$ cat src/pic_pkg.sv
package pic_pkg;

	localparam int num_levels = 8;

	// OCW2 bits 6:5
	localparam logic [1:0] ocw2_eoi_nonspecific = 2'b01;
	localparam logic [1:0] ocw2_eoi_specific = 2'b11;

	localparam int ocw3_poll_bit = 2;
	localparam logic [4:0] poll_flag_byte_top = 5'b10000;

	typedef logic [7:0] data_byte_t;
	typedef logic [num_levels-1:0] irq_vec_t;
	typedef logic [2:0] irq_level_t;
	typedef logic [4:0] vector_base_t;

	typedef enum logic [1:0] {
		init_ready,
		init_icw2,
		init_icw4
	} init_state_e;

	typedef enum logic [1:0] {
		ctrl_idle,
		ctrl_ack1,
		ctrl_ack2,
		ctrl_poll
	} ctrl_state_e;

	typedef struct packed {
		logic icw_1;
		logic icw_2_4;
		logic ocw_1;
		logic ocw_2;
		logic ocw_3;
	} cmd_strobe_t;

	typedef struct packed {
		logic         level_triggered;
		logic         auto_eoi;
		vector_base_t vector_base;
	} pic_config_t;

	// Level 0 has the highest priority
	function automatic irq_level_t lowest_level(input irq_vec_t vec);
		irq_level_t level;
		level = '0;
		for (int i = num_levels - 1; i >= 0; i--)
		begin
			if (vec[i])
				level = irq_level_t'(i);
		end
		return level;
	endfunction

endpackage

$ cat src/pic_ack_control.sv
`timescale 1ns/1ps

module pic_ack_control
	import pic_pkg::*;
(
	input  logic        clk,
	input  logic        arst_n,
	input  logic        inta_n,
	input  logic        read,
	input  logic        poll_cmd,
	input  irq_vec_t    interrupt,
	output ctrl_state_e ctrl_state,
	output logic        latch_in_service,
	output logic        end_of_ack,
	output logic        end_of_poll,
	output logic        freeze,
	output logic        interrupt_to_cpu
);

	ctrl_state_e next_state;
	logic        inta_n_q;
	logic        read_q;
	logic        inta_fall;
	logic        inta_rise;
	logic        read_fall;

	always_ff @(posedge clk or negedge arst_n)
	begin
		if (!arst_n)
		begin
			inta_n_q <= 1'b1;
			read_q <= 1'b0;
		end
		else
		begin
			inta_n_q <= inta_n;
			read_q <= read;
		end
	end

	assign inta_fall = inta_n_q & ~inta_n;
	assign inta_rise = ~inta_n_q & inta_n;
	assign read_fall = read_q & ~read;

	// Poll takes precedence over a new acknowledge
	always_comb
	begin
		next_state = ctrl_state;
		case (ctrl_state)
			ctrl_idle:
				if (poll_cmd)
					next_state = ctrl_poll;
				else if (inta_fall)
					next_state = ctrl_ack1;
			ctrl_ack1:
				if (inta_rise)
					next_state = ctrl_ack2;
			ctrl_ack2:
				if (inta_rise)
					next_state = ctrl_idle;
			ctrl_poll:
				if (read_fall)
					next_state = ctrl_idle;
			default:
				next_state = ctrl_idle;
		endcase
	end

	always_ff @(posedge clk or negedge arst_n)
	begin
		if (!arst_n)
			ctrl_state <= ctrl_idle;
		else
			ctrl_state <= next_state;
	end

	assign latch_in_service = (ctrl_state == ctrl_idle) && (next_state != ctrl_idle);
	assign end_of_ack = (ctrl_state == ctrl_ack2) && (next_state == ctrl_idle);
	assign end_of_poll = (ctrl_state == ctrl_poll) && (next_state == ctrl_idle);
	assign freeze = (ctrl_state != ctrl_idle);

	// A pending request keeps INT asserted
	always_ff @(posedge clk or negedge arst_n)
	begin
		if (!arst_n)
			interrupt_to_cpu <= 1'b0;
		else if (interrupt != '0)
			interrupt_to_cpu <= 1'b1;
		else if (end_of_ack || end_of_poll)
			interrupt_to_cpu <= 1'b0;
	end

endmodule

$ cat src/pic_command_regs.sv
`timescale 1ns/1ps

module pic_command_regs
	import pic_pkg::*;
(
	input  logic        clk,
	input  logic        arst_n,
	input  cmd_strobe_t strobes,
	input  data_byte_t  data_bus,
	output pic_config_t cfg,
	output irq_vec_t    interrupt_mask,
	output logic        ocw2_write,
	output logic        poll_cmd,
	output logic        icw1_seen
);

	init_state_e init_state;
	logic        icw4_needed;
	logic        ready;

	assign ready = (init_state == init_ready);

	// ICW1 restarts the sequence from any state
	always_ff @(posedge clk or negedge arst_n)
	begin
		if (!arst_n)
		begin
			init_state <= init_ready;
			icw4_needed <= 1'b0;
		end
		else if (strobes.icw_1)
		begin
			init_state <= init_icw2;
			icw4_needed <= data_bus[0];
		end
		else if (strobes.icw_2_4)
		begin
			case (init_state)
				init_icw2: init_state <= icw4_needed ? init_icw4 : init_ready;
				init_icw4: init_state <= init_ready;
				default: init_state <= init_state;
			endcase
		end
	end

	always_ff @(posedge clk or negedge arst_n)
	begin
		if (!arst_n)
			cfg <= '0;
		else if (strobes.icw_1)
		begin
			cfg.level_triggered <= data_bus[3];
			cfg.auto_eoi <= 1'b0;
		end
		else if (strobes.icw_2_4 && (init_state == init_icw2))
			cfg.vector_base <= data_bus[7:3];
		else if (strobes.icw_2_4 && (init_state == init_icw4))
			cfg.auto_eoi <= data_bus[1];
	end

	always_ff @(posedge clk or negedge arst_n)
	begin
		if (!arst_n)
			interrupt_mask <= '0;
		else if (strobes.icw_1)
			interrupt_mask <= '0;
		else if (strobes.ocw_1 && ready)
			interrupt_mask <= data_bus;
	end

	// OCW2/OCW3 only count once initialization is done
	always_ff @(posedge clk or negedge arst_n)
	begin
		if (!arst_n)
		begin
			ocw2_write <= 1'b0;
			poll_cmd <= 1'b0;
			icw1_seen <= 1'b0;
		end
		else
		begin
			ocw2_write <= strobes.ocw_2 && ready;
			poll_cmd <= strobes.ocw_3 && ready && data_bus[ocw3_poll_bit];
			icw1_seen <= strobes.icw_1;
		end
	end

endmodule

$ cat src/pic_control_logic.sv
`timescale 1ns/1ps

module pic_control_logic
	import pic_pkg::*;
(
	input  logic        clk,
	input  logic        arst_n,
	input  cmd_strobe_t strobes,
	input  data_byte_t  data_bus,
	input  logic        inta_n,
	input  logic        read,
	input  irq_vec_t    interrupt,
	input  irq_vec_t    highest_level_in_service,
	output logic        interrupt_to_cpu,
	output logic        freeze,
	output logic        latch_in_service,
	output logic        level_triggered,
	output logic        data_enable,
	output data_byte_t  data_out,
	output irq_vec_t    interrupt_mask,
	output irq_vec_t    end_of_interrupt,
	output irq_vec_t    clear_interrupt_request
);

	pic_config_t cfg;
	ctrl_state_e ctrl_state;
	irq_vec_t    acknowledged;
	logic        ocw2_write;
	logic        poll_cmd;
	logic        icw1_seen;
	logic        end_of_ack;
	logic        end_of_poll;

	assign level_triggered = cfg.level_triggered;

	pic_command_regs i_pic_command_regs (
		.clk            (clk),
		.arst_n         (arst_n),
		.strobes        (strobes),
		.data_bus       (data_bus),
		.cfg            (cfg),
		.interrupt_mask (interrupt_mask),
		.ocw2_write     (ocw2_write),
		.poll_cmd       (poll_cmd),
		.icw1_seen      (icw1_seen)
	);

	pic_ack_control i_pic_ack_control (
		.clk              (clk),
		.arst_n           (arst_n),
		.inta_n           (inta_n),
		.read             (read),
		.poll_cmd         (poll_cmd),
		.interrupt        (interrupt),
		.ctrl_state       (ctrl_state),
		.latch_in_service (latch_in_service),
		.end_of_ack       (end_of_ack),
		.end_of_poll      (end_of_poll),
		.freeze           (freeze),
		.interrupt_to_cpu (interrupt_to_cpu)
	);

	pic_eoi_decode i_pic_eoi_decode (
		.clk                      (clk),
		.arst_n                   (arst_n),
		.ocw2_write               (ocw2_write),
		.data_bus                 (data_bus),
		.highest_level_in_service (highest_level_in_service),
		.auto_eoi                 (cfg.auto_eoi),
		.end_of_ack               (end_of_ack),
		.acknowledged             (acknowledged),
		.end_of_interrupt         (end_of_interrupt)
	);

	pic_vector_mux i_pic_vector_mux (
		.clk                     (clk),
		.arst_n                  (arst_n),
		.ctrl_state              (ctrl_state),
		.inta_n                  (inta_n),
		.read                    (read),
		.latch_in_service        (latch_in_service),
		.end_of_ack              (end_of_ack),
		.end_of_poll             (end_of_poll),
		.icw1_seen               (icw1_seen),
		.interrupt               (interrupt),
		.vector_base             (cfg.vector_base),
		.acknowledged            (acknowledged),
		.clear_interrupt_request (clear_interrupt_request),
		.data_out                (data_out),
		.data_enable             (data_enable)
	);

endmodule

$ cat src/pic_eoi_decode.sv
`timescale 1ns/1ps

module pic_eoi_decode
	import pic_pkg::*;
(
	input  logic       clk,
	input  logic       arst_n,
	input  logic       ocw2_write,
	input  data_byte_t data_bus,
	input  irq_vec_t   highest_level_in_service,
	input  logic       auto_eoi,
	input  logic       end_of_ack,
	input  irq_vec_t   acknowledged,
	output irq_vec_t   end_of_interrupt
);

	data_byte_t ocw2_byte;
	irq_vec_t   eoi_next;

	// Lines up with the registered OCW2 pulse
	always_ff @(posedge clk or negedge arst_n)
	begin
		if (!arst_n)
			ocw2_byte <= '0;
		else
			ocw2_byte <= data_bus;
	end

	always_comb
	begin
		eoi_next = '0;
		if (auto_eoi && end_of_ack)
			eoi_next = acknowledged;
		else if (ocw2_write)
		begin
			case (ocw2_byte[6:5])
				ocw2_eoi_nonspecific: eoi_next = highest_level_in_service;
				ocw2_eoi_specific: eoi_next = irq_vec_t'(1) << ocw2_byte[2:0];
				default: eoi_next = '0;
			endcase
		end
	end

	always_ff @(posedge clk or negedge arst_n)
	begin
		if (!arst_n)
			end_of_interrupt <= '0;
		else
			end_of_interrupt <= eoi_next;
	end

endmodule

$ cat src/pic_vector_mux.sv
`timescale 1ns/1ps

module pic_vector_mux
	import pic_pkg::*;
(
	input  logic         clk,
	input  logic         arst_n,
	input  ctrl_state_e  ctrl_state,
	input  logic         inta_n,
	input  logic         read,
	input  logic         latch_in_service,
	input  logic         end_of_ack,
	input  logic         end_of_poll,
	input  logic         icw1_seen,
	input  irq_vec_t     interrupt,
	input  vector_base_t vector_base,
	output irq_vec_t     acknowledged,
	output irq_vec_t     clear_interrupt_request,
	output data_byte_t   data_out,
	output logic         data_enable
);

	irq_vec_t   clear_q;
	irq_level_t ack_level;

	always_ff @(posedge clk or negedge arst_n)
	begin
		if (!arst_n)
			acknowledged <= '0;
		else if (end_of_ack || end_of_poll)
			acknowledged <= '0;
		else if (latch_in_service)
			acknowledged <= interrupt;
	end

	always_ff @(posedge clk or negedge arst_n)
	begin
		if (!arst_n)
			clear_q <= '0;
		else if (latch_in_service)
			clear_q <= interrupt;
		else
			clear_q <= '0;
	end

	// Initialization wipes every pending request
	assign clear_interrupt_request = icw1_seen ? '1 : clear_q;

	assign ack_level = lowest_level(acknowledged);

	always_comb
	begin
		data_enable = 1'b0;
		data_out = '0;
		if ((ctrl_state == ctrl_ack2) && !inta_n)
		begin
			data_enable = 1'b1;
			data_out = {vector_base, ack_level};
		end
		else if ((ctrl_state == ctrl_poll) && read)
		begin
			data_enable = 1'b1;
			if (acknowledged != '0)
				data_out = {poll_flag_byte_top, ack_level};
		end
	end

endmodule

$ cat config.mk
export PLATFORM = sky130hd
export DESIGN_NAME = pic_control_logic
export DESIGN_NICKNAME = d
export VERILOG_FILES = /design/src/pic_pkg.sv /design/src/pic_ack_control.sv /design/src/pic_command_regs.sv /design/src/pic_control_logic.sv /design/src/pic_eoi_decode.sv /design/src/pic_vector_mux.sv
export SDC_FILE = /design/constraint.sdc
export NUM_CORES = 1
export LEC_CHECK = 0
export BUFFER_PORTS_ARGS = -buffer_cell sky130_fd_sc_hd__buf_2
export CAP_MARGIN = 20
export CORE_MARGIN = 3
export CORE_UTILIZATION = 30
export CTS_CLUSTER_DIAMETER = 60
export DETAILED_ROUTE_END_ITERATION = 12
export MAX_ROUTING_LAYER = met4
export PLACE_DENSITY = 0.61
export SYNTH_ARGS = -nofsm -noshare
export SYNTH_HDL_FRONTEND = slang
export SYNTH_SLANG_ARGS = --single-unit
$ cat constraint.sdc
create_clock -name clk -period 1.9 [get_ports clk]
set_input_delay 0.19 -clock clk [delete_from_list [all_inputs] [get_ports clk]]
set_output_delay 0.19 -clock clk [all_outputs]
set_load 0.005 [all_outputs]
After elaboration in Yosys (flattened, before gate mapping)
Cells that the tools add are included.
Cells by class
  equal/unequal tests: 8
  shifts and indexed selects: 1
  multiplexer cells: 37
  bitwise operators: 7
  reductions and logical operators: 30
Operator list (count)
  8-bit 2-to-1 mux: 11
  3-bit 2-to-1 mux: 8
  2-bit 2-to-1 mux: 8
  8-bit one-hot mux with 2 select lines: 1
  8-bit nonzero test: 2
  2-bit nonzero test: 7
  1-bit logical AND: 12
  2-bit == test, second input constant: 4
  2-bit one-hot mux with 4 select lines: 1
  1-bit by 3-bit left shift with 8-bit output, first input constant: 1
  1-bit 2-to-1 mux: 7
  2-bit by 1-bit == test with 1-bit output, second input constant: 3
  2-bit logical NOT: 3
  2-bit AND reduction: 3
  1-bit NOT: 4
  2-bit one-hot mux with 2 select lines: 1
  1-bit AND: 3
  3-bit nonzero test: 1
  2-bit != test, second input constant: 1
  1-bit logical NOT: 1
  1-bit logical OR: 1
Word-level totals
  flip-flop bits (word level): 57
  input port bits: 33

Logic depth before layout (Yosys ltp)
  word-level depth: 11
  gate-level depth with buffers: 5
  gate-level depth less buffers: 4

By module
A second synthesis with hierarchy kept.
Unflattened totals
  cell total of the unflattened synthesis: 220
  area, all modules: 2537.4 um^2
By module, submodules not included
  pic_command_regs: instances 1, cells an instance 68, area each 913.4 um^2, seq. area each 525.5 um^2
  pic_vector_mux: instances 1, cells an instance 77, area each 735.7 um^2, seq. area each 400.4 um^2
  pic_eoi_decode: instances 1, cells an instance 48, area each 613.1 um^2, seq. area each 325.3 um^2
  pic_ack_control: instances 1, cells an instance 27, area each 275.3 um^2, seq. area each 126.4 um^2

Worst setup path after synthesis
OpenSTA, ideal clock, no wires.
  path type: register -> output
  start point: reg i_pic_vector_mux.acknowledged[0]
  end point: out data_out[7]
  arrival: 1.211 ns
  data required time: 1.710 ns
  slack: 0.499 ns
  cell stages (with the launch flop): 4
  path buffers: 0
  cell sequence: dfrtp_1 -> or4_4 -> nor3b_2 -> nor3_1
Between the ends
  cells in the longest elaborated chain, start to end: 4
Ends and longest elaborated chain
  from (decl): line pic_vector_mux.sv:17  | output irq_vec_t acknowledged,
  from (signal assigned): line pic_vector_mux.sv:33  | acknowledged <= interrupt;
  8-bit nonzero test: line pic_vector_mux.sv:63  | if (acknowledged != '0)
  8-bit 2-to-1 mux: line pic_vector_mux.sv:63
  8-bit 2-to-1 mux: line pic_vector_mux.sv:60  | else if ((ctrl_state == ctrl_poll) && read)
  8-bit 2-to-1 mux: line pic_vector_mux.sv:55  | if ((ctrl_state == ctrl_ack2) && !inta_n)
  to (decl): line pic_control_logic.sv:19  | output data_byte_t data_out,
No other way between the ends.

Worst setup path after layout
Same ends and word-level chain as after synthesis.

==> results.ini <==
[synth]
netlist_area_um2 = 2370
synthArstFlopShare_pct = 100
ys_seq_elements = 55
postSynthCellCount = 212
synth_edf_count = 0
synth_warnings = 0
synth-main-ff-cell = dfrtp_1
synth_cell_type_count = 44
syn_nets = 245
synth_seq_area_share_pct = 58.0
avgSynthCellArea_um2 = 11.2

[placed_design]
gp_congestion = 0.802
place_ws_ns = 0.292
hpwlAfterDp_mm = 4.41
io_buffers = 69

[worst_setup_path]
crit_arrival_ns = 1.67
critPathKind = reg -> out
start_kind = flip-flop
startpoint = i_pic_vector_mux.acknowledged[0]
end_kind = primary output
r2r-start = i_pic_ack_control.ctrl_state[1]
r2r_end = i_pic_vector_mux.acknowledged[2]
reg2reg_slack_ns = 0.39
crit_end = data_out[7]
ff2ff_path_depth = 4
crit_chain = or4_4 > nor3b_4 > nor3_1 > buf_2
critPathSlowestCell = or4_4
worst_ep_required_time_ns = 1.71
cp_slowest_stage_delay_ns = 0.56
crit_fanout = 2

[drt]
vias = 1814
drt-initial-drc-count = 50
via_per_inst = 4.66
ant_nets = 0
first_pass_iters = 4
routed_wl_mm = 5.69
drc = 0
wire_per_inst_um = 14.6

[timing]
finalClockSkew_ns = 0.00423
layout_setup_ws_ns = 0.0354
finalCriticalPeriod_ns = 1.86
maxSlewViolCount = 0
tightest_slew_ns = 0.501
finalSetupViolations = 0
max_freq_mhz = 536
rsz0062_at_grt = true
period_share_pct = 98.1
tns_ns = 0
hold_viol = 0
slew_headroom_pct = 66.6

[hold_path]
hold_path.class = in -> reg
holdPathStages = 1

[global_routing]
grt_pass1_vias = 1799
grt_usage_pct = 13.4
grt_pass1_wl_mm = 9.07
grt_max_degree = 37
antenna_found_initial = 0
grt_overflow = 0

[pwr]
finalPower_mw = 3.16
swShare_pct = 32.3
combPwrFrac_pct = 31.0
intPower_mw = 2.14
seq_power_share_pct = 47.9
p_per_area_nw_per_um2 = 1060
p_leak_nw = 1.52
ir_drop_mv = 0.495
p_clk_share_pct = 21.1
switchingPower_mw = 1.02

[floorplanning]
dieArea_um2 = 9020
ios = 70
fp-row-count = 31
die-height_um = 95.0
core_um2 = 7450
start_util_pct = 31.9
die_w_um = 95.0

[cts]
clock-sinks = 55
cts_tree = built
cts.path.max_buffers = 2
clk_latency_ns = 0.30
cts_max_level = 2
cts_made_buffers = 5
root_buffer = clkbuf_8
clkTransAtPathRegs_ns = 0.10

[layout]
regArea_um2 = 1380
syn_to_final_growth_pct = 26.0
antenna_cells = 0
multi_input_comb_area_um2 = 952
layout.nets = 323
fill_cells = 745
layout-drive-gt1-share_pct = 39.0

[status]
status = finished clean

[flow_run]
drv_cap = 0

==> registers in the layout, summed over array words and instances, names as in the netlist <==
name and flops:
i_pic_command_regs.cfg 7, i_pic_vector_mux.acknowledged 8, i_pic_command_regs.init_state 2, i_pic_command_regs.icw1_seen 1
i_pic_ack_control.inta_n_q 1, i_pic_eoi_decode.end_of_interrupt 8, i_pic_command_regs.interrupt_mask 8, i_pic_command_regs.icw4_needed 1
i_pic_ack_control.ctrl_state 2, i_pic_command_regs.ocw2_write 1, i_pic_command_regs.poll_cmd 1, i_pic_vector_mux.clear_q 8
i_pic_ack_control.interrupt_to_cpu 1, i_pic_ack_control.read_q 1, i_pic_eoi_decode.ocw2_byte 5
==> cell usage in the layout (no fill, tap or decap), types with 3 or more instances in the layout <==
cell type / netlist / layout
nor2_1: 5 / 5
and2_4: 8 / 8
inv_1: 11 / 11
buf_4: 1 / 4
clkbuf_8: 0 / 6
nor4_1: 5 / 3
mux2_1: 5 / 5
or2_2: 8 / 8
and2_1: 6 / 6
dfrtp_1: 54 / 54
nand2_1: 34 / 34
a21o_1: 9 / 9
nor3_1: 6 / 6
buf_2: 1 / 69
o31ai_1: 7 / 7
a32oi_1: 3 / 3
a21oi_1: 14 / 14
==> how the worst min path moves through the flow <==
stage | start | endpoint | slack [ns]
finish | read | i_pic_ack_control.read_q | 0.03
floorplan | arst_n | i_pic_ack_control.ctrl_state[0] | -0.11
global route | read | i_pic_ack_control.read_q | 0.01
detailed placement | arst_n | i_pic_command_regs.interrupt_mask[3] | 0.18
global placement | arst_n | i_pic_command_regs.interrupt_mask[3] | 0.19
CTS | read | i_pic_ack_control.read_q | 0.02
==> cells by family after synthesis <==
kind of cell	after synthesis	synth area share (%)
simple gates	89	22.0
flops	55	58.0
compound gates	44	12.9
buf+inv	15	2.90
mux	9	4.16
==> power groups by stage <==
stage               combinational (mW)  clock (mW)  sequential [mW]
global route                      1.08       0.744             1.54
CTS                              0.973       0.692             1.51
global placement                 0.846           0             1.54
detailed placement               0.855           0             1.55
floorplan                        0.575           0             1.51
finish                           0.978       0.667             1.51
==> worst max-delay path: cells and delay by family, from the launching register on <==
kind                   cells  cell delay [ns]
buffers and inverters      1             0.13
flip-flops                 1             0.39
AND/OR/NAND/NOR            3             0.86
==> what timing repair did <==
action                                  in CTS  in global routing
hold buffers                                 1                  0
setup buffers                                3                  0
endpoints found under the hold margin       18                  0
resized for setup                            2                  2
pin swaps                                    0                  1
endpoints found under the setup margin       2                  3
==> cell usage after synthesis (3+ instances only) <==
cell | n | share of area, %
dfrtp_1 | 54 | 57
nor3_1 | 6 | 1.3
nand2_1 | 34 | 5.4
a32oi_1 | 3 | 1.1
mux2_1 | 5 | 2.4
a21o_1 | 9 | 2.8
and2_4 | 8 | 3.0
nor2_1 | 5 | 0.79
and2_1 | 6 | 1.6
or2_2 | 8 | 2.1
a21oi_1 | 14 | 3.0
nor4_1 | 5 | 1.3
inv_1 | 11 | 1.7
o31ai_1 | 7 | 2.2
==> cell type report <==
type / instances / share of cell area (%)
clock inverter: 1 / 0.293
timing repair buffer: 75 / 13.6
clock buffer: 6 / 2.76
sequential: 55 / 46.0
multi-input combinational: 142 / 31.8
tap: 99 / 4.14
inverter: 11 / 1.38
==> through the flow <==
step           hold WS [ns]  utilization [%]  std cells  cell area (µm²)
6_report             0.0294             40.2        389             2990
5_1_grt              0.0127             40.2        389             2990
4_1_cts              0.0221             40.0        389             2980
3_5_place_dp          0.183             38.2        378             2840
3_3_place_gp          0.187             38.2        378             2840
2_1_floorplan        -0.106                -        212             2370
==> metal layers <==
| layer | up-vias | global-route usage (%) | share of wire, % |
|---|---|---|---|
| met3 | 3 | 2.31 | 4.3 |
| li1 | 883 | - | - |
| met1 | 876 | 18.4 | 47 |
| met4 | 0 | 3.00 | 0.30 |
| met5 | - | - | 0 |
| met2 | 52 | 20.8 | 48 |
No activity file was read; power rests on OpenSTA's default activity.
